### src/logic/cmp_mem_pkg.sv
// memory side of the engine; one 64-bit word per read, pages are 4 KB and way-aligned
package cmp_mem_pkg;

    // byte address on the memory port
    typedef logic [47:0] addr_t;
    // way number, the page-aligned part of an address (bits 47:12)
    typedef logic [35:0] way_t;
    // one memory data word
    typedef logic [63:0] word_t;

    // page geometry
    localparam int unsigned PAGE_BYTES = 4096;
    localparam int unsigned WORD_BYTES = 8;
    localparam int unsigned PAGE_WORDS = 512;
    typedef logic [8:0] word_idx_t;

    // uncompressed-page list, one 8-byte entry per index
    localparam addr_t LIST_BASE = 48'h0000_4000_0000;
    typedef logic [15:0] list_idx_t;

    // list entry as it sits in the low 64 bits of the word read
    typedef struct packed {
        logic        valid;
        logic [26:0] rsvd;
        way_t        way;
    } list_entry_t;

    // read response, err set on a bus error
    typedef struct packed {
        word_t data;
        logic  err;
    } mem_rsp_t;

endpackage

### src/logic/cmp_ctrl_pkg.sv
// controller side; sizes are byte counts from zero-word elimination, 8 size classes of 512 B
package cmp_ctrl_pkg;

    // compressed size in bytes, up to 64 + 512 * 8
    typedef logic [12:0] cmp_size_t;
    // byte fill level inside a zspage, up to 4096
    typedef logic [12:0] fill_t;
    // size class, size / 512 saturated at 7
    typedef logic [2:0] class_t;

    localparam int unsigned ZS_MD_SIZE      = 64;
    localparam int unsigned BITMAP_BYTES    = 64;
    // larger pages cannot share a way with the zspage metadata
    localparam int unsigned MAX_SHARED_SIZE = 4032;
    localparam int unsigned CLASS_COUNT     = 8;

    typedef enum logic [2:0] {
        PLACED_SHARED,
        OPENED_NEW,
        INCOMPRESSIBLE,
        LIST_INVALID,
        BUS_ERROR
    } place_status_t;

    // result returned with cmd_ack
    typedef struct packed {
        place_status_t     status;
        cmp_size_t         size;
        class_t            cls;
        cmp_mem_pkg::way_t zs_way;
        fill_t             offset;
        cmp_mem_pkg::way_t freed_way;
    } cmp_result_t;

    typedef enum logic [2:0] {
        IDLE,
        READ_ENTRY,
        SCAN_PAGE,
        PLACE,
        RESPOND,
        RELEASE
    } ctrl_state_t;

endpackage

### src/logic/cmp_list_reader.sv
// single-beat four-phase read master; rd_start is ignored while a read is in flight
`timescale 1ns/10ps
module cmp_list_reader (
    input  logic                  clk_i,
    input  logic                  rst_ni,
    // request side, from the controller
    input  logic                  rd_start,
    input  cmp_mem_pkg::addr_t    rd_addr,
    output logic                  rd_done,
    output cmp_mem_pkg::mem_rsp_t rd_rsp,
    // memory port
    output logic                  mem_req,
    output cmp_mem_pkg::addr_t    mem_addr,
    input  logic                  mem_ack,
    input  cmp_mem_pkg::mem_rsp_t mem_rsp
);

    typedef enum logic [1:0] {
        RD_IDLE,
        RD_WAIT_ACK,
        RD_WAIT_DROP
    } rd_state_t;

    rd_state_t state;

    // handshake sequencing
    always_ff @(posedge clk_i or negedge rst_ni) begin
        if (!rst_ni) begin
            state   <= RD_IDLE;
            mem_req <= 1'b0;
            rd_done <= 1'b0;
        end else begin
            rd_done <= 1'b0;
            case (state)
                RD_IDLE: begin
                    if (rd_start) begin
                        mem_req <= 1'b1;
                        state   <= RD_WAIT_ACK;
                    end
                end
                RD_WAIT_ACK: begin
                    // slave holds mem_rsp valid with the ack
                    if (mem_ack) begin
                        mem_req <= 1'b0;
                        state   <= RD_WAIT_DROP;
                    end
                end
                RD_WAIT_DROP: begin
                    // done only once the slave has let go of ack
                    if (!mem_ack) begin
                        rd_done <= 1'b1;
                        state   <= RD_IDLE;
                    end
                end
                default: state <= RD_IDLE;
            endcase
        end
    end

    // address stays put for the whole request, response held until the next capture
    always_ff @(posedge clk_i) begin
        if (state == RD_IDLE && rd_start) begin
            mem_addr <= rd_addr;
        end
        if (state == RD_WAIT_ACK && mem_ack) begin
            rd_rsp <= mem_rsp;
        end
    end

endmodule

### src/logic/cmp_size_estimator.sv
// size valid the cycle after the last word_valid; clear wins over a word in the same cycle
`timescale 1ns/10ps
module cmp_size_estimator (
    input  logic                    clk_i,
    input  logic                    rst_ni,
    input  logic                    clear,
    input  logic                    word_valid,
    input  cmp_mem_pkg::word_t      word,
    output cmp_ctrl_pkg::cmp_size_t est_size,
    output cmp_ctrl_pkg::class_t    est_class
);

    // nonzero words seen, 0 to 512
    logic [9:0] nz_count;

    always_ff @(posedge clk_i or negedge rst_ni) begin
        if (!rst_ni) begin
            nz_count <= '0;
        end else if (clear) begin
            nz_count <= '0;
        end else if (word_valid && (word != '0)) begin
            nz_count <= nz_count + 10'd1;
        end
    end

    // presence bitmap plus eight bytes per stored word
    assign est_size = cmp_ctrl_pkg::cmp_size_t'(cmp_ctrl_pkg::BITMAP_BYTES)
                    + cmp_ctrl_pkg::cmp_size_t'({nz_count, 3'b000});

    // size / 512 saturated at 7 once bit 12 is set
    assign est_class = est_size[12] ? cmp_ctrl_pkg::class_t'(3'd7)
                                    : cmp_ctrl_pkg::class_t'(est_size[11:9]);

endmodule

### src/logic/cmp_zspage_table.sv
// one open zspage per class; a page that does not fit replaces the entry, the old one is dropped
`timescale 1ns/10ps
module cmp_zspage_table (
    input  logic                    clk_i,
    input  logic                    rst_ni,
    input  logic                    place_req,
    input  cmp_mem_pkg::way_t       page_way,
    input  cmp_ctrl_pkg::cmp_size_t place_size,
    input  cmp_ctrl_pkg::class_t    place_class,
    output logic                    place_done,
    output logic                    place_shared,
    output cmp_mem_pkg::way_t       zs_way,
    output cmp_ctrl_pkg::fill_t     zs_offset
);

    logic                zs_valid [cmp_ctrl_pkg::CLASS_COUNT];
    cmp_mem_pkg::way_t   zs_base  [cmp_ctrl_pkg::CLASS_COUNT];
    cmp_ctrl_pkg::fill_t zs_fill  [cmp_ctrl_pkg::CLASS_COUNT];

    // one extra bit so the sum cannot wrap
    logic [13:0] new_fill;
    logic        fits;

    assign new_fill = {1'b0, zs_fill[place_class]} + {1'b0, place_size};
    assign fits     = zs_valid[place_class]
                   && (new_fill <= 14'(cmp_mem_pkg::PAGE_BYTES));

    // valid bits and the done pulse
    always_ff @(posedge clk_i or negedge rst_ni) begin
        if (!rst_ni) begin
            place_done <= 1'b0;
            for (int i = 0; i < cmp_ctrl_pkg::CLASS_COUNT; i++) begin
                zs_valid[i] <= 1'b0;
            end
        end else begin
            place_done <= place_req;
            if (place_req) begin
                zs_valid[place_class] <= 1'b1;
            end
        end
    end

    // base, fill and the placement answer
    always_ff @(posedge clk_i) begin
        if (place_req) begin
            if (fits) begin
                // page goes after the current fill of the open zspage
                place_shared         <= 1'b1;
                zs_way               <= zs_base[place_class];
                zs_offset            <= zs_fill[place_class];
                zs_fill[place_class] <= new_fill[12:0];
            end else begin
                // page's own way becomes the new zspage, metadata first
                place_shared         <= 1'b0;
                zs_way               <= page_way;
                zs_offset            <= cmp_ctrl_pkg::fill_t'(cmp_ctrl_pkg::ZS_MD_SIZE);
                zs_base[place_class] <= page_way;
                zs_fill[place_class] <= cmp_ctrl_pkg::fill_t'(cmp_ctrl_pkg::ZS_MD_SIZE)
                                      + place_size;
            end
        end
    end

endmodule

### src/logic/cmp_mngr_ctrl.sv
// one command at a time; an error ends only that command, the next one starts clean
`timescale 1ns/10ps
module cmp_mngr_ctrl (
    input  logic                      clk_i,
    input  logic                      rst_ni,
    // command port
    input  logic                      cmd_req,
    input  cmp_mem_pkg::list_idx_t    cmd_idx,
    output logic                      cmd_ack,
    output cmp_ctrl_pkg::cmp_result_t cmd_result,
    // list reader
    output logic                      rd_start,
    output cmp_mem_pkg::addr_t        rd_addr,
    input  logic                      rd_done,
    input  cmp_mem_pkg::mem_rsp_t     rd_rsp,
    // size estimator
    output logic                      clear,
    output logic                      word_valid,
    input  cmp_ctrl_pkg::cmp_size_t   est_size,
    input  cmp_ctrl_pkg::class_t      est_class,
    // zspage table
    output logic                      place_req,
    output cmp_mem_pkg::way_t         page_way,
    input  logic                      place_done,
    input  logic                      place_shared,
    input  cmp_mem_pkg::way_t         zs_way,
    input  cmp_ctrl_pkg::fill_t       zs_offset
);

    cmp_ctrl_pkg::ctrl_state_t state;
    cmp_mem_pkg::word_idx_t    word_idx;
    cmp_mem_pkg::list_entry_t  entry;

    assign entry = cmp_mem_pkg::list_entry_t'(rd_rsp.data);

    // estimator counts straight off the reader's response
    assign word_valid = (state == cmp_ctrl_pkg::SCAN_PAGE) && rd_done && !rd_rsp.err;

    always_ff @(posedge clk_i or negedge rst_ni) begin
        if (!rst_ni) begin
            state      <= cmp_ctrl_pkg::IDLE;
            cmd_ack    <= 1'b0;
            cmd_result <= '0;
            rd_start   <= 1'b0;
            rd_addr    <= '0;
            clear      <= 1'b0;
            place_req  <= 1'b0;
            page_way   <= '0;
            word_idx   <= '0;
        end else begin
            // single-cycle strobes
            rd_start  <= 1'b0;
            clear     <= 1'b0;
            place_req <= 1'b0;
            case (state)
                cmp_ctrl_pkg::IDLE: begin
                    if (cmd_req) begin
                        cmd_result <= '0;
                        rd_addr    <= cmp_mem_pkg::LIST_BASE
                                    + cmp_mem_pkg::addr_t'({cmd_idx, 3'b000});
                        rd_start   <= 1'b1;
                        state      <= cmp_ctrl_pkg::READ_ENTRY;
                    end
                end
                cmp_ctrl_pkg::READ_ENTRY: begin
                    if (rd_done) begin
                        if (rd_rsp.err) begin
                            cmd_result.status <= cmp_ctrl_pkg::BUS_ERROR;
                            state             <= cmp_ctrl_pkg::RESPOND;
                        end else if (!entry.valid) begin
                            cmd_result.status <= cmp_ctrl_pkg::LIST_INVALID;
                            state             <= cmp_ctrl_pkg::RESPOND;
                        end else begin
                            // start the page scan at word 0 of the way
                            page_way <= entry.way;
                            rd_addr  <= {entry.way, 12'h000};
                            rd_start <= 1'b1;
                            clear    <= 1'b1;
                            word_idx <= '0;
                            state    <= cmp_ctrl_pkg::SCAN_PAGE;
                        end
                    end
                end
                cmp_ctrl_pkg::SCAN_PAGE: begin
                    if (rd_done) begin
                        if (rd_rsp.err) begin
                            cmd_result.status <= cmp_ctrl_pkg::BUS_ERROR;
                            state             <= cmp_ctrl_pkg::RESPOND;
                        end else if (word_idx ==
                                     cmp_mem_pkg::word_idx_t'(cmp_mem_pkg::PAGE_WORDS - 1)) begin
                            // last word counted this cycle, size settles next cycle
                            state <= cmp_ctrl_pkg::PLACE;
                        end else begin
                            word_idx <= word_idx + 9'd1;
                            rd_addr  <= rd_addr
                                      + cmp_mem_pkg::addr_t'(cmp_mem_pkg::WORD_BYTES);
                            rd_start <= 1'b1;
                        end
                    end
                end
                cmp_ctrl_pkg::PLACE: begin
                    if (place_done) begin
                        cmd_result.zs_way <= zs_way;
                        cmd_result.offset <= zs_offset;
                        if (place_shared) begin
                            // page moved into an open zspage, its way is free
                            cmd_result.status    <= cmp_ctrl_pkg::PLACED_SHARED;
                            cmd_result.freed_way <= page_way;
                        end else begin
                            cmd_result.status <= cmp_ctrl_pkg::OPENED_NEW;
                        end
                        state <= cmp_ctrl_pkg::RESPOND;
                    end else if (!place_req) begin
                        // first cycle here, place_req still high means wait for done
                        cmd_result.size <= est_size;
                        cmd_result.cls  <= est_class;
                        if (est_size > cmp_ctrl_pkg::cmp_size_t'(cmp_ctrl_pkg::MAX_SHARED_SIZE)) begin
                            cmd_result.status <= cmp_ctrl_pkg::INCOMPRESSIBLE;
                            state             <= cmp_ctrl_pkg::RESPOND;
                        end else begin
                            place_req <= 1'b1;
                        end
                    end
                end
                cmp_ctrl_pkg::RESPOND: begin
                    // result is final here and held until the ack drops
                    cmd_ack <= 1'b1;
                    state   <= cmp_ctrl_pkg::RELEASE;
                end
                cmp_ctrl_pkg::RELEASE: begin
                    if (!cmd_req) begin
                        cmd_ack <= 1'b0;
                        state   <= cmp_ctrl_pkg::IDLE;
                    end
                end
                default: state <= cmp_ctrl_pkg::IDLE;
            endcase
        end
    end

endmodule

### src/logic/cmp_subsys_top.sv
// compaction engine top; no write-back, the result reports placement only
`timescale 1ns/10ps
module cmp_subsys_top (
    input  logic                      clk_i,
    input  logic                      rst_ni,
    // command port, four-phase
    input  logic                      cmd_req,
    input  cmp_mem_pkg::list_idx_t    cmd_idx,
    output logic                      cmd_ack,
    output cmp_ctrl_pkg::cmp_result_t cmd_result,
    // memory port, four-phase single word reads
    output logic                      mem_req,
    output cmp_mem_pkg::addr_t        mem_addr,
    input  logic                      mem_ack,
    input  cmp_mem_pkg::mem_rsp_t     mem_rsp
);

    // controller to reader
    logic                    rd_start;
    logic                    rd_done;
    cmp_mem_pkg::addr_t      rd_addr;
    cmp_mem_pkg::mem_rsp_t   rd_rsp;
    // controller to estimator
    logic                    clear;
    logic                    word_valid;
    cmp_ctrl_pkg::cmp_size_t est_size;
    cmp_ctrl_pkg::class_t    est_class;
    // controller to table
    logic                    place_req;
    logic                    place_done;
    logic                    place_shared;
    cmp_mem_pkg::way_t       page_way;
    cmp_mem_pkg::way_t       zs_way;
    cmp_ctrl_pkg::fill_t     zs_offset;

    cmp_mngr_ctrl i_ctrl (
        .clk_i, .rst_ni, .cmd_req, .cmd_idx, .cmd_ack, .cmd_result,
        .rd_start, .rd_addr, .rd_done, .rd_rsp,
        .clear, .word_valid, .est_size, .est_class,
        .place_req, .page_way, .place_done, .place_shared, .zs_way, .zs_offset
    );

    cmp_list_reader i_reader (
        .clk_i, .rst_ni, .rd_start, .rd_addr, .rd_done, .rd_rsp,
        .mem_req, .mem_addr, .mem_ack, .mem_rsp
    );

    // words come from the reader's held response
    cmp_size_estimator i_estimator (
        .clk_i, .rst_ni, .clear, .word_valid,
        .word      (rd_rsp.data),
        .est_size, .est_class
    );

    cmp_zspage_table i_table (
        .clk_i, .rst_ni, .place_req, .page_way,
        .place_size  (est_size),
        .place_class (est_class),
        .place_done, .place_shared, .zs_way, .zs_offset
    );

endmodule

### config.mk
export PLATFORM = sky130hd
export DESIGN_NAME = cmp_subsys_top
export DESIGN_NICKNAME = d
export VERILOG_FILES = /design/src/logic/cmp_mem_pkg.sv /design/src/logic/cmp_ctrl_pkg.sv /design/src/logic/cmp_list_reader.sv /design/src/logic/cmp_size_estimator.sv /design/src/logic/cmp_zspage_table.sv /design/src/logic/cmp_mngr_ctrl.sv /design/src/logic/cmp_subsys_top.sv
export SDC_FILE = /design/constraint.sdc
export NUM_CORES = 1
export LEC_CHECK = 0
export ABC_CLOCK_PERIOD_IN_PS = 18400
export BUFFER_PORTS_ARGS = -buffer_cell sky130_fd_sc_hd__buf_2
export CORE_MARGIN = 1.5
export CORE_UTILIZATION = 45
export CTS_CLUSTER_DIAMETER = 100
export DETAILED_ROUTE_END_ITERATION = 16
export SLEW_MARGIN = 20
export SYNTH_ARGS = -nofsm -noshare
export SYNTH_HDL_FRONTEND = slang
export SYNTH_SLANG_ARGS = --single-unit
### constraint.sdc
create_clock -name clk_i -period 18.4 [get_ports clk_i]
set_input_delay 2.76 -clock clk_i [delete_from_list [all_inputs] [get_ports clk_i]]
set_output_delay 2.76 -clock clk_i [all_outputs]
set_load 0.005 [all_outputs]
Word-level counts from Yosys, hierarchy flattened
Memories as Yosys holds them, arrays and structs flattened. A register that Yosys moved wholly into a read port is not among the register bits.
Index checks and enable logic that the tools add are counted.
{"block": "classes", "addsub": 7, "eq_ne": 28, "bitwise": 4, "muxes": 81, "reduce_logical": 29, "n_lt_le_gt_ge": 4}
{"cell": "two-way mux 48 bit", "count": 7}
{"cell": "one-hot mux 101 bit (2 select lines)", "count": 1}
{"cell": "one-hot mux 48 bit (3 select lines)", "count": 1}
{"cell": "two-way mux 104 bit", "count": 1}
{"cell": "two-way mux 85 bit", "count": 1}
{"cell": "nonzero test 64 bit", "count": 1}
{"cell": "two-way mux 3 bit", "count": 19}
{"cell": "two-way mux 9 bit", "count": 6}
{"cell": "adder 48 x 4 -> 48 bit (second input constant)", "count": 1}
{"cell": "two-way mux 36 bit", "count": 1}
{"cell": "adder 31 x 19 -> 32 bit (first input constant)", "count": 1}
{"cell": "two-way mux 1 bit", "count": 27}
{"cell": "adder 7 x 13 -> 13 bit (first input constant)", "count": 2}
{"cell": "two-way mux 10 bit", "count": 2}
{"cell": "inequality test 2 bit (second input constant)", "count": 10}
{"cell": "two-way mux 19 bit", "count": 1}
{"cell": "one-hot mux 3 bit (6 select lines)", "count": 1}
{"cell": "one-hot mux 9 bit (2 select lines)", "count": 1}
{"cell": "two-way mux 16 bit", "count": 1}
{"cell": "AND reduction 8 bit", "count": 2}
{"cell": "adder 13 x 13 -> 14 bit", "count": 1}
{"cell": "less-or-equal comparator 14 x 13 -> 1 bit (second input constant)", "count": 1}
{"cell": "AND reduction 7 bit", "count": 2}
{"cell": "greater-than comparator 13 x 12 -> 1 bit (second input constant)", "count": 1}
{"cell": "36 further kinds", "count": 61}
{"block": "word_totals", "register_bits": 354, "word_cells": 187, "out_inout_bits": 154, "mem_count": 2, "in_bits": 85, "ramBits": 392}
{"name": "i_table.zs_base", "depth": 8, "word_bits": 36, "rd": 1, "rd_clocked_by_memory_dff": 1, "wr": 1, "line": "cmp_zspage_table.sv:17", "rtl": "cmp_mem_pkg::way_t zs_base [cmp_ctrl_pkg::CLASS_COUNT];"}
{"name": "i_table.zs_fill", "depth": 8, "word_bits": 13, "rd": 1, "rd_clocked_by_memory_dff": 0, "wr": 1, "line": "cmp_zspage_table.sv:18", "rtl": "cmp_ctrl_pkg::fill_t zs_fill [cmp_ctrl_pkg::CLASS_COUNT];"}

Depth between registers and ports, before layout
Gate-level depths: netlist of the first run.
{"block": "depth", "depth_word": 11, "ltp_mapped": 24, "ltp_nobuf": 19}

Modules after synthesis
Synthesis of the first run repeated with hierarchy kept, for this count alone.
{"block": "hier_totals", "hier_cells": 2276, "area_unflattened_um2": 31007.2}
{"mod": "cmp_zspage_table", "instances": 1, "seq_area_each_um2": 13497.9, "area_per_inst_um2": 17249.0, "cells_each": 977}
{"mod": "cmp_mngr_ctrl", "instances": 1, "seq_area_each_um2": 5029.8, "area_per_inst_um2": 9369.0, "cells_each": 1073}
{"mod": "cmp_list_reader", "instances": 1, "seq_area_each_um2": 3493.4, "area_per_inst_um2": 3558.4, "cells_each": 130}
{"mod": "cmp_size_estimator", "instances": 1, "seq_area_each_um2": 250.2, "area_per_inst_um2": 830.8, "cells_each": 96}

Least setup slack after synthesis of the first run
OpenSTA, ideal clock, no wires.
{"block": "synth_timing", "kind": "register to register", "from": "register i_estimator.nz_count[4]", "to": "memory i_table.zs_base[0][0] (netlist name), enable pin", "path_slack_ps": 12230, "setup_ps": 441, "path_buffers": 3, "stages_incl_launch_ff": 20, "synth_period_minus_slack_ps": 6170, "arrival_time_ps": 5729, "required_time_ps": 17959, "cell_sequence": "dfrtp_1 -> ha_1 -> and3_1 -> buf_4 -> xnor2_2 -> inv_2 -> clkbuf_1 -> nor2_1 -> a311oi_1 -> o211ai_1 -> inv_1 -> ha_1 -> a21oi_1 -> o2111ai_1 -> a31o_2 -> a21oi_1 -> xnor2_1 -> o21ai_2 -> buf_2 -> a21oi_1"}
{"block": "synth_via", "elab_chain_cells": 10}
{"item": "start, declared", "line": "cmp_size_estimator.sv:14", "rtl": "logic [9:0] nz_count;"}
{"item": "start signal, assigned", "line": "cmp_size_estimator.sv:22", "rtl": "nz_count <= nz_count + 10'd1;"}
{"item": "adder 7 x 13 -> 13 bit *", "line": "cmp_size_estimator.sv:28", "rtl": "+ cmp_ctrl_pkg::cmp_size_t'({nz_count, 3'b000});"}
{"item": "branches (longest 9 deep; another with adder 13 x 13 -> 14 bit)"}
{"item": "end, declared", "line": "cmp_zspage_table.sv:17"}
Every way passes the cells marked *. The select of a mux whose other input is x is not followed.

Final worst setup path of the first run
{"block": "layout_timing", "from": "register i_estimator.nz_count[3]", "to": "memory i_table.zs_fill[1][0] (netlist name), data pin"}
{"block": "layout_via", "elab_chain_cells": 11}
{"item": "adder 7 x 13 -> 13 bit *", "line": "cmp_size_estimator.sv:28"}
{"item": "branches (longest 9 deep; another with adder 13 x 13 -> 14 bit)"}
{"item": "two-way mux 13 bit (no line) *"}
{"item": "end, declared", "line": "cmp_zspage_table.sv:18"}
Marks and branches as above.

==> results of run 1 <==
## per-stage QoR
| step | cells | cell area [um^2] |
|---|---|---|
| 6_report | 4140 | 39300 |
| 5_1_grt | 4136 | 39300 |
| 4_1_cts | 4134 | 39200 |
| 3_5_place_dp | 3981 | 36400 |
| 3_3_place_gp | 3978 | 36300 |
| 2_1_floorplan | 2944 | 34300 |
## area by class of cell
cell class	count	area, um^2
diodes	4	10.0
clock buffers	101	2200
clock inverters	52	606
fillers	6525	36400
inverters	109	409
multi-input cells	1835	11000
flip-flops and latches	773	22100
well taps	978	1220
repair buffers	288	1680
## routing by layer
metal | routed length, um | track usage | vias to the layer above
met4 | 2280 | 0.0741 | 2
met1 | 41800 | 0.349 | 12100
met5 | 13 | 0 | -
li1 | - | - | 11300
met3 | 8820 | 0.0623 | 124
met2 | 41600 | 0.353 | 1002
## cell families (layout without fill, tap and decap cells)
group | after synthesis | count (layout) | synth area share
other | 1 | 10 | 0.000109
DFF | 773 | 773 | 0.644
adders and majority gates | 18 | 18 | 0.00678
and+or+nand+nor | 1101 | 1101 | 0.156
AOI/OAI and AO/OA | 632 | 632 | 0.129
muxes | 47 | 47 | 0.0138
buffers and inverters | 336 | 550 | 0.0407
xor gates and xnor gates | 31 | 31 | 0.00868
## state kept, by name (all words and copies together), names as in the netlist, 2 cells and up
| name | cells |
|---|---|
| i_ctrl.page_way | 36 |
| i_table.zs_fill | 104 |
| i_ctrl.state | 3 |
| i_reader.state | 2 |
| i_reader.mem_addr | 45 |
| i_ctrl.word_idx | 9 |
| i_estimator.nz_count | 10 |
| i_reader.rd_rsp | 65 |
| i_ctrl.cmd_result | 101 |
| i_table.zs_base | 288 |
| i_ctrl.rd_addr | 45 |
| i_table.zs_offset | 13 |
| i_table.zs_way | 36 |
| i_table.zs_valid | 8 |
## power by group through the flow
stage | logic (mW) | registers (mW) | clock network (mW)
CTS | 0.713 | 2.36 | 1.74
global placement | 0.689 | 2.38 | 0
floorplan | 0.470 | 2.29 | 0
global route | 0.798 | 2.39 | 1.81
detailed placement | 0.711 | 2.39 | 0
finish | 0.715 | 2.36 | 1.71
## tightest hold or removal path: stages (launching register included)
cell     delay [ps]
dfrtp_1         330
inv_1            50
nand2_1          50
## placed cells by master (no fill, tap or decap), types with 17 or more instances in the layout
| cell type | Yosys | final |
|---|---|---|
| o21ai_0 | 130 | 130 |
| nor2_1 | 100 | 96 |
| mux2i_1 | 44 | 44 |
| nand4_1 | 55 | 55 |
| and3_1 | 25 | 24 |
| o221ai_1 | 40 | 40 |
| nor3_1 | 69 | 68 |
| inv_1 | 105 | 105 |
| nand2_1 | 473 | 472 |
| nor4_1 | 70 | 70 |
| o2bb2ai_1 | 36 | 36 |
| clkbuf_16 | 0 | 83 |
| buf_2 | 42 | 231 |
| a21oi_1 | 114 | 106 |
| nand2b_1 | 81 | 81 |
| o32ai_1 | 36 | 36 |
| a211oi_1 | 80 | 80 |
| buf_4 | 14 | 51 |
| dfrtp_1 | 221 | 219 |
| ha_1 | 17 | 17 |
| nand3_1 | 125 | 125 |
| nor3b_1 | 42 | 40 |
| a311oi_1 | 40 | 40 |
| edfxtp_1 | 552 | 552 |
| a2111oi_0 | 35 | 28 |
## how the worst max path moves through the flow
stage	start	to	slack, ps	cells past startpoint
3_5_place_dp	i_estimator.nz_count[3]	i_table.zs_base[2][11]	11090	21
3_3_place_gp	i_estimator.nz_count[3]	i_table.zs_base[0][13]	11150	23
4_1_cts	i_estimator.nz_count[3]	i_table.zs_base[2][27]	11050	21
2_1_floorplan	i_estimator.nz_count[4]	i_table.zs_base[0][0]	12230	19
6_report	i_estimator.nz_count[3]	i_table.zs_fill[1][0]	11120	19
5_1_grt	i_estimator.nz_count[3]	i_table.zs_fill[0][4]	10460	21
==> flow_summary.ini, run 1 <==
[outcome]
outcome = completed

[synth]
ys_types = 86
yosysSeqAreaShare = 0.644
avgSynthCellArea_um2 = 11.7
yosys.area.top_type = edfxtp_1
synth-main-ff-cell = edfxtp_1
synth_area_leaders = edfxtp_1 (48%), dfrtp_1 (16%), nand2_1 (5.2%)
ys_top_cells_by_count = edfxtp_1 (552), nand2_1 (473), dfrtp_1 (221)
synth_edf_count = 552
syn_area_um2 = 34300
yosys_warnings = 0
yosysTopAreaCellShare = 0.483
async_flop_share = 0.286
ys_ff_latch = 773
syn_inst = 2939
synthMostInstantiatedCell = edfxtp_1

[pwr]
total_power_mw = 4.78
power.share.sequential = 0.493
p_per_area_nw_per_um2 = 122
p_switching_mw = 1.42
internal_power_mw = 3.36
clockPowerShare = 0.357
pwr-share-comb = 0.150
switching_share = 0.297
p_leak_nw = 14.8
peakVddDrop_mv = 0.0812

[global_route]
antenna_found_initial = 4
grt_usage = 0.240
grt_pass1_vias = 23800
grt_first_pass_wirelength_um = 145000
gr-total-overflow = 0
grt_max_degree = 124

[final_layout]
fin_nets = 3192
drive_gt1_frac = 0.149
syn2layout_area_growth_pct = 14.4
fin_util = 0.519

[critical_path]
worst_r2r_path_depth = 19
start_kind = flop
critical_path.endpoint_type = flop
crit_buf_inv = 3
rrSetupSlack_ps = 11120
required_ps = 18720
cp_slowest_cell = dfrtp_1
crit_arrival_ps = 7590
path_cells = ha_1 -> and3_1 -> xnor2_2 -> buf_4 -> inv_2 -> buf_4 -> nand2_1 -> nand3_1 -> o211ai_1 -> nor3_1 -> ha_1 -> nor2b_1 -> or2_2 -> a211oi_1 -> xnor2_1 -> nor3_1 -> and3_2 -> a21oi_1 -> a211oi_1
crit_fanout = 51
critical-path-max-stage-delay_ps = 890
crit-reg2reg-capture = i_table.zs_fill[1][0]
crit_family = simple AND/OR/NAND/NOR gates
r2r-start = i_estimator.nz_count[3]
worst-setup-path-type = reg2reg

[routing]
drt_first_iter_violations = 2528
drc_errors = 0
drt-pass1-iter-count = 6
totalWireLength_um = 94500
via_per_inst = 5.92
avgRoutedWirePerCell_um = 22.8
ant_nets = 0
vias = 24500

[clock_network]
htreeDepth = 3
cts-root-buf = clkbuf_16
clk_path_buf_depth = 3
clkTransAtPathRegs_ps = 60
ctsHoldBuffers = 0
clock_latency_ps = 640
cts.repair.resized = 0
clkSinkCount = 773
post_cts_buffers = 0
cts_buffers = 82
cts_tree = built

[timing]
fin_ws_ps = 11120
tns_ps = 0
whs_ps = 452
final_hold_viol_count = 0
fin_skew_ps = 29.7
period_minus_slack_ps = 7280
rsz0062_at_grt = no
fin_crit_sh = 0.395
relSlewSlack = 0.174
worst_pin_slew_ps = 1210
setup_viol = 0
fmax_mhz = 137
slew_viol_final = 0

[die]
row_count = 101
die_x_um = 279
dieArea_um2 = 77900
core_area_um2 = 75700
fp.dieH_um = 279
io_pins = 239
initial_core_util = 0.453

[place]
dpl.hpwl_um = 62300
gp_congestion = 0.885
portBuffers = 232
dp_slack_ps = 11090

[min_path]
hold_depth = 2
whs_endpoint = i_table.zs_valid[6]
hp-start = i_table.zs_valid[6]
min_path_type = reg2reg

[job]
drv_cap = 0
Note: power is estimated with default switching activity, not from simulation.
==> run 2: changes to the inputs <==
--- a/config.mk
+++ b/config.mk
@@ -5,7 +5,8 @@
 export SDC_FILE = /design/constraint.sdc
 export NUM_CORES = 1
 export LEC_CHECK = 0
-export ABC_CLOCK_PERIOD_IN_PS = 18400
+export ABC_AREA = 1
+export ABC_CLOCK_PERIOD_IN_PS = 7500
 export BUFFER_PORTS_ARGS = -buffer_cell sky130_fd_sc_hd__buf_2
 export CORE_MARGIN = 1.5
 export CORE_UTILIZATION = 45
==> constraint.sdc (replaced) <==
create_clock -name clk_i -period 7.5 [get_ports clk_i]
set_input_delay 1.125 -clock clk_i [delete_from_list [all_inputs] [get_ports clk_i]]
set_output_delay 1.125 -clock clk_i [all_outputs]
set_load 0.005 [all_outputs]
==> flow_summary.ini, run 2 <==
[min_path]
hold_depth = 2
hp-start = i_table.zs_valid[7]
min_path_type = reg2reg
whs_endpoint = i_table.zs_valid[7]

[synth]
synthMostInstantiatedCell = nand2_1
syn_inst = 2775
yosysTopAreaCellShare = 0.526
synth_compound_area_frac = 0.0766
ys_top_cells_by_count = nand2_1 (639), edfxtp_1 (552), nand3_1 (259)
synth_top_family_by_area = simple AND/OR/NAND/NOR gates
synth_mux_area_frac = 0
ys_ff_latch = 773
async_flop_share = 0.286
syn_area_um2 = 31500
yosys.area_share.simple = 0.165
synth_area_leaders = edfxtp_1 (53%), dfrtp_1 (18%), nand2_1 (7.6%)
yosys_warnings = 0
synthAdderAreaFrac = 0.00738
yosys.area.top_type = edfxtp_1
yosysSeqAreaShare = 0.701
synth_xor_area_frac = 0.00389
avgSynthCellArea_um2 = 11.4
synth_edf_count = 552
synth-main-ff-cell = edfxtp_1
ys_types = 52

[timing]
setup_viol = 0
fin_skew_ps = 25.9
tns_ps = 0
fmax_mhz = 156
whs_ps = 456
fin_ws_ps = 1090
rsz0062_at_grt = no
final_hold_viol_count = 0
fin_crit_sh = 0.854
relSlewSlack = 0.233
slew_viol_final = 0
worst_pin_slew_ps = 1150
period_minus_slack_ps = 6410

[clock_network]
cts.repair.resized = 0
clk_path_buf_depth = 3
ctsHoldBuffers = 0
cts-root-buf = clkbuf_16
clkSinkCount = 773
cts_buffers = 79
post_cts_buffers = 0
clkTransAtPathRegs_ps = 60
htreeDepth = 3
clock_latency_ps = 620
cts_tree = built

[pwr]
p_per_area_nw_per_um2 = 319
peakVddDrop_mv = 0.263
p_leak_nw = 14.6

[global_route]
antenna_found_initial = 2
grt_first_pass_wirelength_um = 130000
grt_pass1_vias = 21300
grt_max_degree = 80
gr-total-overflow = 0
grt_usage = 0.240

[routing]
totalWireLength_um = 85500
drt-pass1-iter-count = 5
drt_first_iter_violations = 1783
drc_errors = 0
avgRoutedWirePerCell_um = 21.4
ant_nets = 0
vias = 21900
via_per_inst = 5.46

[critical_path]
crit_arrival_ps = 6820
worst_r2r_path_depth = 26
critical_path.endpoint_type = flop
worst-setup-path-type = reg2reg
required_ps = 7910
crit_fanout = 32
start_kind = flop
r2r-start = i_estimator.nz_count[3]
rrSetupSlack_ps = 1090
crit-reg2reg-capture = i_table.zs_fill[6][12]

[outcome]
outcome = completed

[die]
core_area_um2 = 68900
row_count = 96
fp.dieH_um = 268
initial_core_util = 0.457
dieArea_um2 = 71600
die_x_um = 268
io_pins = 239

[job]
drv_cap = 0

[place]
dpl.hpwl_um = 55800
gp_congestion = 0.959
portBuffers = 232
dp_slack_ps = 1220

[final_layout]
fin_nets = 3107
final_cell_mix = nand2_1 (634), edfxtp_1 (552), nand3_1 (259)
drive_gt1_frac = 0.146
multi_input_area_um2 = 8110
nFillCells = 6075
regArea_um2 = 22100
reg.largest.list = i_table.zs_base x288, i_table.zs_fill x104, i_ctrl.cmd_result x101
antenna_cells = 0
final_common_cell = nand2_1
syn2layout_area_growth_pct = 15.3
top_register = i_table.zs_base
largest_reg_flops = 288
[run 2: changes by cell type after synthesis, moves of 42 or more]
cell | previous run | this run
a211oi_1 | 80 | 1
clkbuf_1 | 155 | 67
inv_1 | 105 | 206
mux2i_1 | 44 | 0
nand2_1 | 473 | 639
nand2b_1 | 81 | 0
nand3_1 | 125 | 259
nor2_1 | 100 | 167
nor4_1 | 70 | 20
o21ai_0 | 130 | 172
[run 2: area by class of cell]
| type | instances | area share |
|---|---|---|
| clock buffer | 108 | 0.0619 |
| clock inverter | 40 | 0.0110 |
| inverter | 215 | 0.0222 |
| multi-input combinational | 1661 | 0.223 |
| sequential | 773 | 0.608 |
| tap | 931 | 0.0320 |
| timing repair buffer | 274 | 0.0415 |
[run 2: layer usage]
layer	routed length [um]	up-vias	part of all wire	global-route usage
met2	39500	827	0.46	0.378
met3	6600	129	0.077	0.0417
li1	-	10200	-	-
met5	27	-	0.00032	0
met1	37400	10700	0.44	0.342
met4	1900	4	0.022	0.0696
[run 2: worst max-delay path by stage]
stage	start	end
final	i_estimator.nz_count[3]	i_table.zs_fill[6][12]
after global routing	i_estimator.nz_count[3]	i_table.zs_fill[7][0]
after CTS	i_estimator.nz_count[3]	i_table.zs_fill[6][12]
after detailed placement	i_estimator.nz_count[3]	i_table.zs_fill[3][7]
after global placement	i_estimator.nz_count[3]	i_table.zs_fill[3][2]
after floorplan	i_estimator.nz_count[4]	i_table.zs_base[0][0]
[run 2: cells by family after synthesis]
kind of cell	Yosys count
adder cells (fa/ha/maj)	18
flip-flops	773
AO/OA/AOI/OAI	412
other	1
buffers and inverters	346
AND/OR/NAND/NOR	1211
XOR/XNOR	14
[run 2: power by group]
group / switching [mW] / internal (mW)
registers: 0.571 / 5.31
clock network: 1.62 / 2.38
logic: 1.21 / 0.509
total: 3.40 / 8.20
[run 2: metrics by stage]
step	area (um^2)	power, mW	util	instances
after floorplan	31500	6.82	-	2780
final	36400	11.6	0.527	4002
after detailed placement	33700	7.67	0.488	3853
after global placement	33700	7.62	0.488	3853
after CTS	36300	11.7	0.527	4001
after global routing	36400	12.1	0.527	4002
[run 2: critical path, stage by stage, from the launching register on]
cell and delay (ps):
dfrtp_1 580, ha_1 290, nand2_1 150, inv_1 110, nand3_1 80, nand2_1 340
nand2_1 520, nand2_1 660, o22ai_1 140, inv_1 90, nand4_1 130, inv_1 80
ha_1 160, inv_1 60, fa_1 400, o21ai_0 420, a21oi_1 150, xor2_1 210
nand3_1 100, nor2_1 90, nand3_1 90, nand2_1 90, nand2_2 70, nand2_4 300
buf_4 500, nand2_1 110, nand2_1 230
==> run 3: changes to the inputs <==
--- a/config.mk
+++ b/config.mk
@@ -9,7 +9,7 @@
 export ABC_CLOCK_PERIOD_IN_PS = 7500
 export BUFFER_PORTS_ARGS = -buffer_cell sky130_fd_sc_hd__buf_2
 export CORE_MARGIN = 1.5
-export CORE_UTILIZATION = 45
+export CORE_UTILIZATION = 40
 export CTS_CLUSTER_DIAMETER = 100
 export DETAILED_ROUTE_END_ITERATION = 16
 export SLEW_MARGIN = 20
==> flow_summary.ini, run 3 (synthesis results as in run 2) <==
[critical_path]
worst-setup-path-type = reg2reg
rrSetupSlack_ps = 970
crit_top_cell = nand2_1
cp_slowest_cell = nand2_1
start_kind = flop
critical_path.endpoint_type = flop
worst_r2r_path_depth = 24
critical-path-max-stage-delay_ps = 720
crit_fanout = 62
crit_arrival_ps = 6780
path_cells = ha_1 -> nand2_1 -> inv_1 -> nand3_1 -> nand2_1 -> nand2_1 -> nand2_1 -> o22ai_1 -> inv_1 -> nand4_1 -> inv_1 -> ha_1 -> inv_1 -> fa_1 -> o21ai_0 -> xor2_1 -> nor2_1 -> nand3_1 -> nor2_1 -> nand3_1 -> nand2_1 -> nand2_2 -> buf_4 -> a21oi_1
required_ps = 7750

[routing]
vias = 21900
ant_nets = 0
drt_first_iter_violations = 1916
totalWireLength_um = 87400
dr_wl_met3_um = 6990
via_per_inst = 5.32
drt-pass1-iter-count = 5
wl_met2_um = 40400
avgRoutedWirePerCell_um = 21.3
drc_errors = 0
top_layer_used = met5
drt-met1-wl_um = 38400

[timing]
period_minus_slack_ps = 6530
worst_pin_slew_ps = 1120
rsz0062_at_grt = no
fin_crit_sh = 0.870
tns_ps = 0
fin_skew_ps = 27.3
setup_viol = 0
fmax_mhz = 153
slew_viol_final = 0
relSlewSlack = 0.253
final_hold_viol_count = 0

[final_layout]
largest_reg_flops = 288
drive_gt1_frac = 0.149
final-instance-count-excl-fill = 4112
fin_area_um2 = 36500
fin_nets = 3109
final_common_cell = nand2_1
syn2layout_area_growth_pct = 15.8
antenna_cells = 0
final_cell_mix = nand2_1 (634), edfxtp_1 (552), nand3_1 (259)
top_register = i_table.zs_base
reg.largest.list = i_table.zs_base x288, i_table.zs_fill x104, i_ctrl.cmd_result x101

[global_route]
grt_pass1_vias = 21700
gr-total-overflow = 0
grt_first_pass_wirelength_um = 134000
grt_usage = 0.216
antenna_found_initial = 1
grt_max_degree = 165

[die]
core_area_um2 = 77700
row_count = 102
initial_core_util = 0.406
fp.dieH_um = 284
io_pins = 239
die_x_um = 284
dieArea_um2 = 80500

[clock_network]
ctsHoldBuffers = 0
cts.repair.resized = 0
clk_path_buf_depth = 3
clkTransAtPathRegs_ps = 60
cts_tree = built
cts_buffers = 81
cts-root-buf = clkbuf_16
clock_latency_ps = 630
post_cts_buffers = 0
htreeDepth = 3
clkSinkCount = 773

[pwr]
peakVddDrop_mv = 0.173
total_power_mw = 11.7
p_leak_nw = 14.6
p_per_area_nw_per_um2 = 320

[place]
dpl.hpwl_um = 57300
portBuffers = 232
gp_congestion = 0.947
dp_cells = 3963
placed_area_um2 = 33800

[job]
drv_cap = 0

[min_path]
min_path_type = in2async

[outcome]
outcome = completed
run 3: metrics by stage:
stage          hold slack, ps  worst slack [ps]   util
6_report                  444               972  0.470
5_1_grt                   469               354  0.470
4_1_cts                   450              1060  0.469
3_5_place_dp              442              1080  0.435
3_3_place_gp              441              1280  0.435
2_1_floorplan             418              1700      -
run 3: power breakdown:
part	switching, mW	internal [mW]
Combinational	1.21	0.508
Clock	1.65	2.39
Sequential	0.584	5.31
run 3: final cells by class:
class | instances | area [um^2]
fillers | 7099 | 41200
flip-flops and latches | 773 | 22100
multi-input cells | 1661 | 8100
clock buffers | 108 | 2250
repair buffers | 274 | 1500
well taps | 1040 | 1300
inverters | 215 | 807
clock inverters | 41 | 422
run 3: per-layer routing:
layer  up-vias  GRT usage
li1      10200          -
met1     10700      0.307
met2       846      0.342
met3       119     0.0374
met4         2     0.0561
met5         -          0
run 3: path summary, 6_finish.rpt:
path,start,endpoint
setup / recovery,i_estimator.nz_count[3],i_table.zs_fill[0][1]
hold / removal,rst_ni,i_reader.state[1]
setup reg to reg,i_estimator.nz_count[3],i_table.zs_fill[0][1]
hold reg to reg,i_ctrl.clear,i_estimator.nz_count[5]
max in group asynchronous,rst_ni,i_ctrl.cmd_result[73]
min in group clk_i,i_ctrl.clear,i_estimator.nz_count[5]
run 3: critical path: cells and delay by family (launching register included):
kind / cells / cell delay (ps)
adders and majority gates: 3 / 860
buffers and inverters: 5 / 1040
xor gates and xnor gates: 1 / 320
and+or+nand+nor: 12 / 2460
AOI/OAI and AO/OA: 3 / 900
DFF: 1 / 560
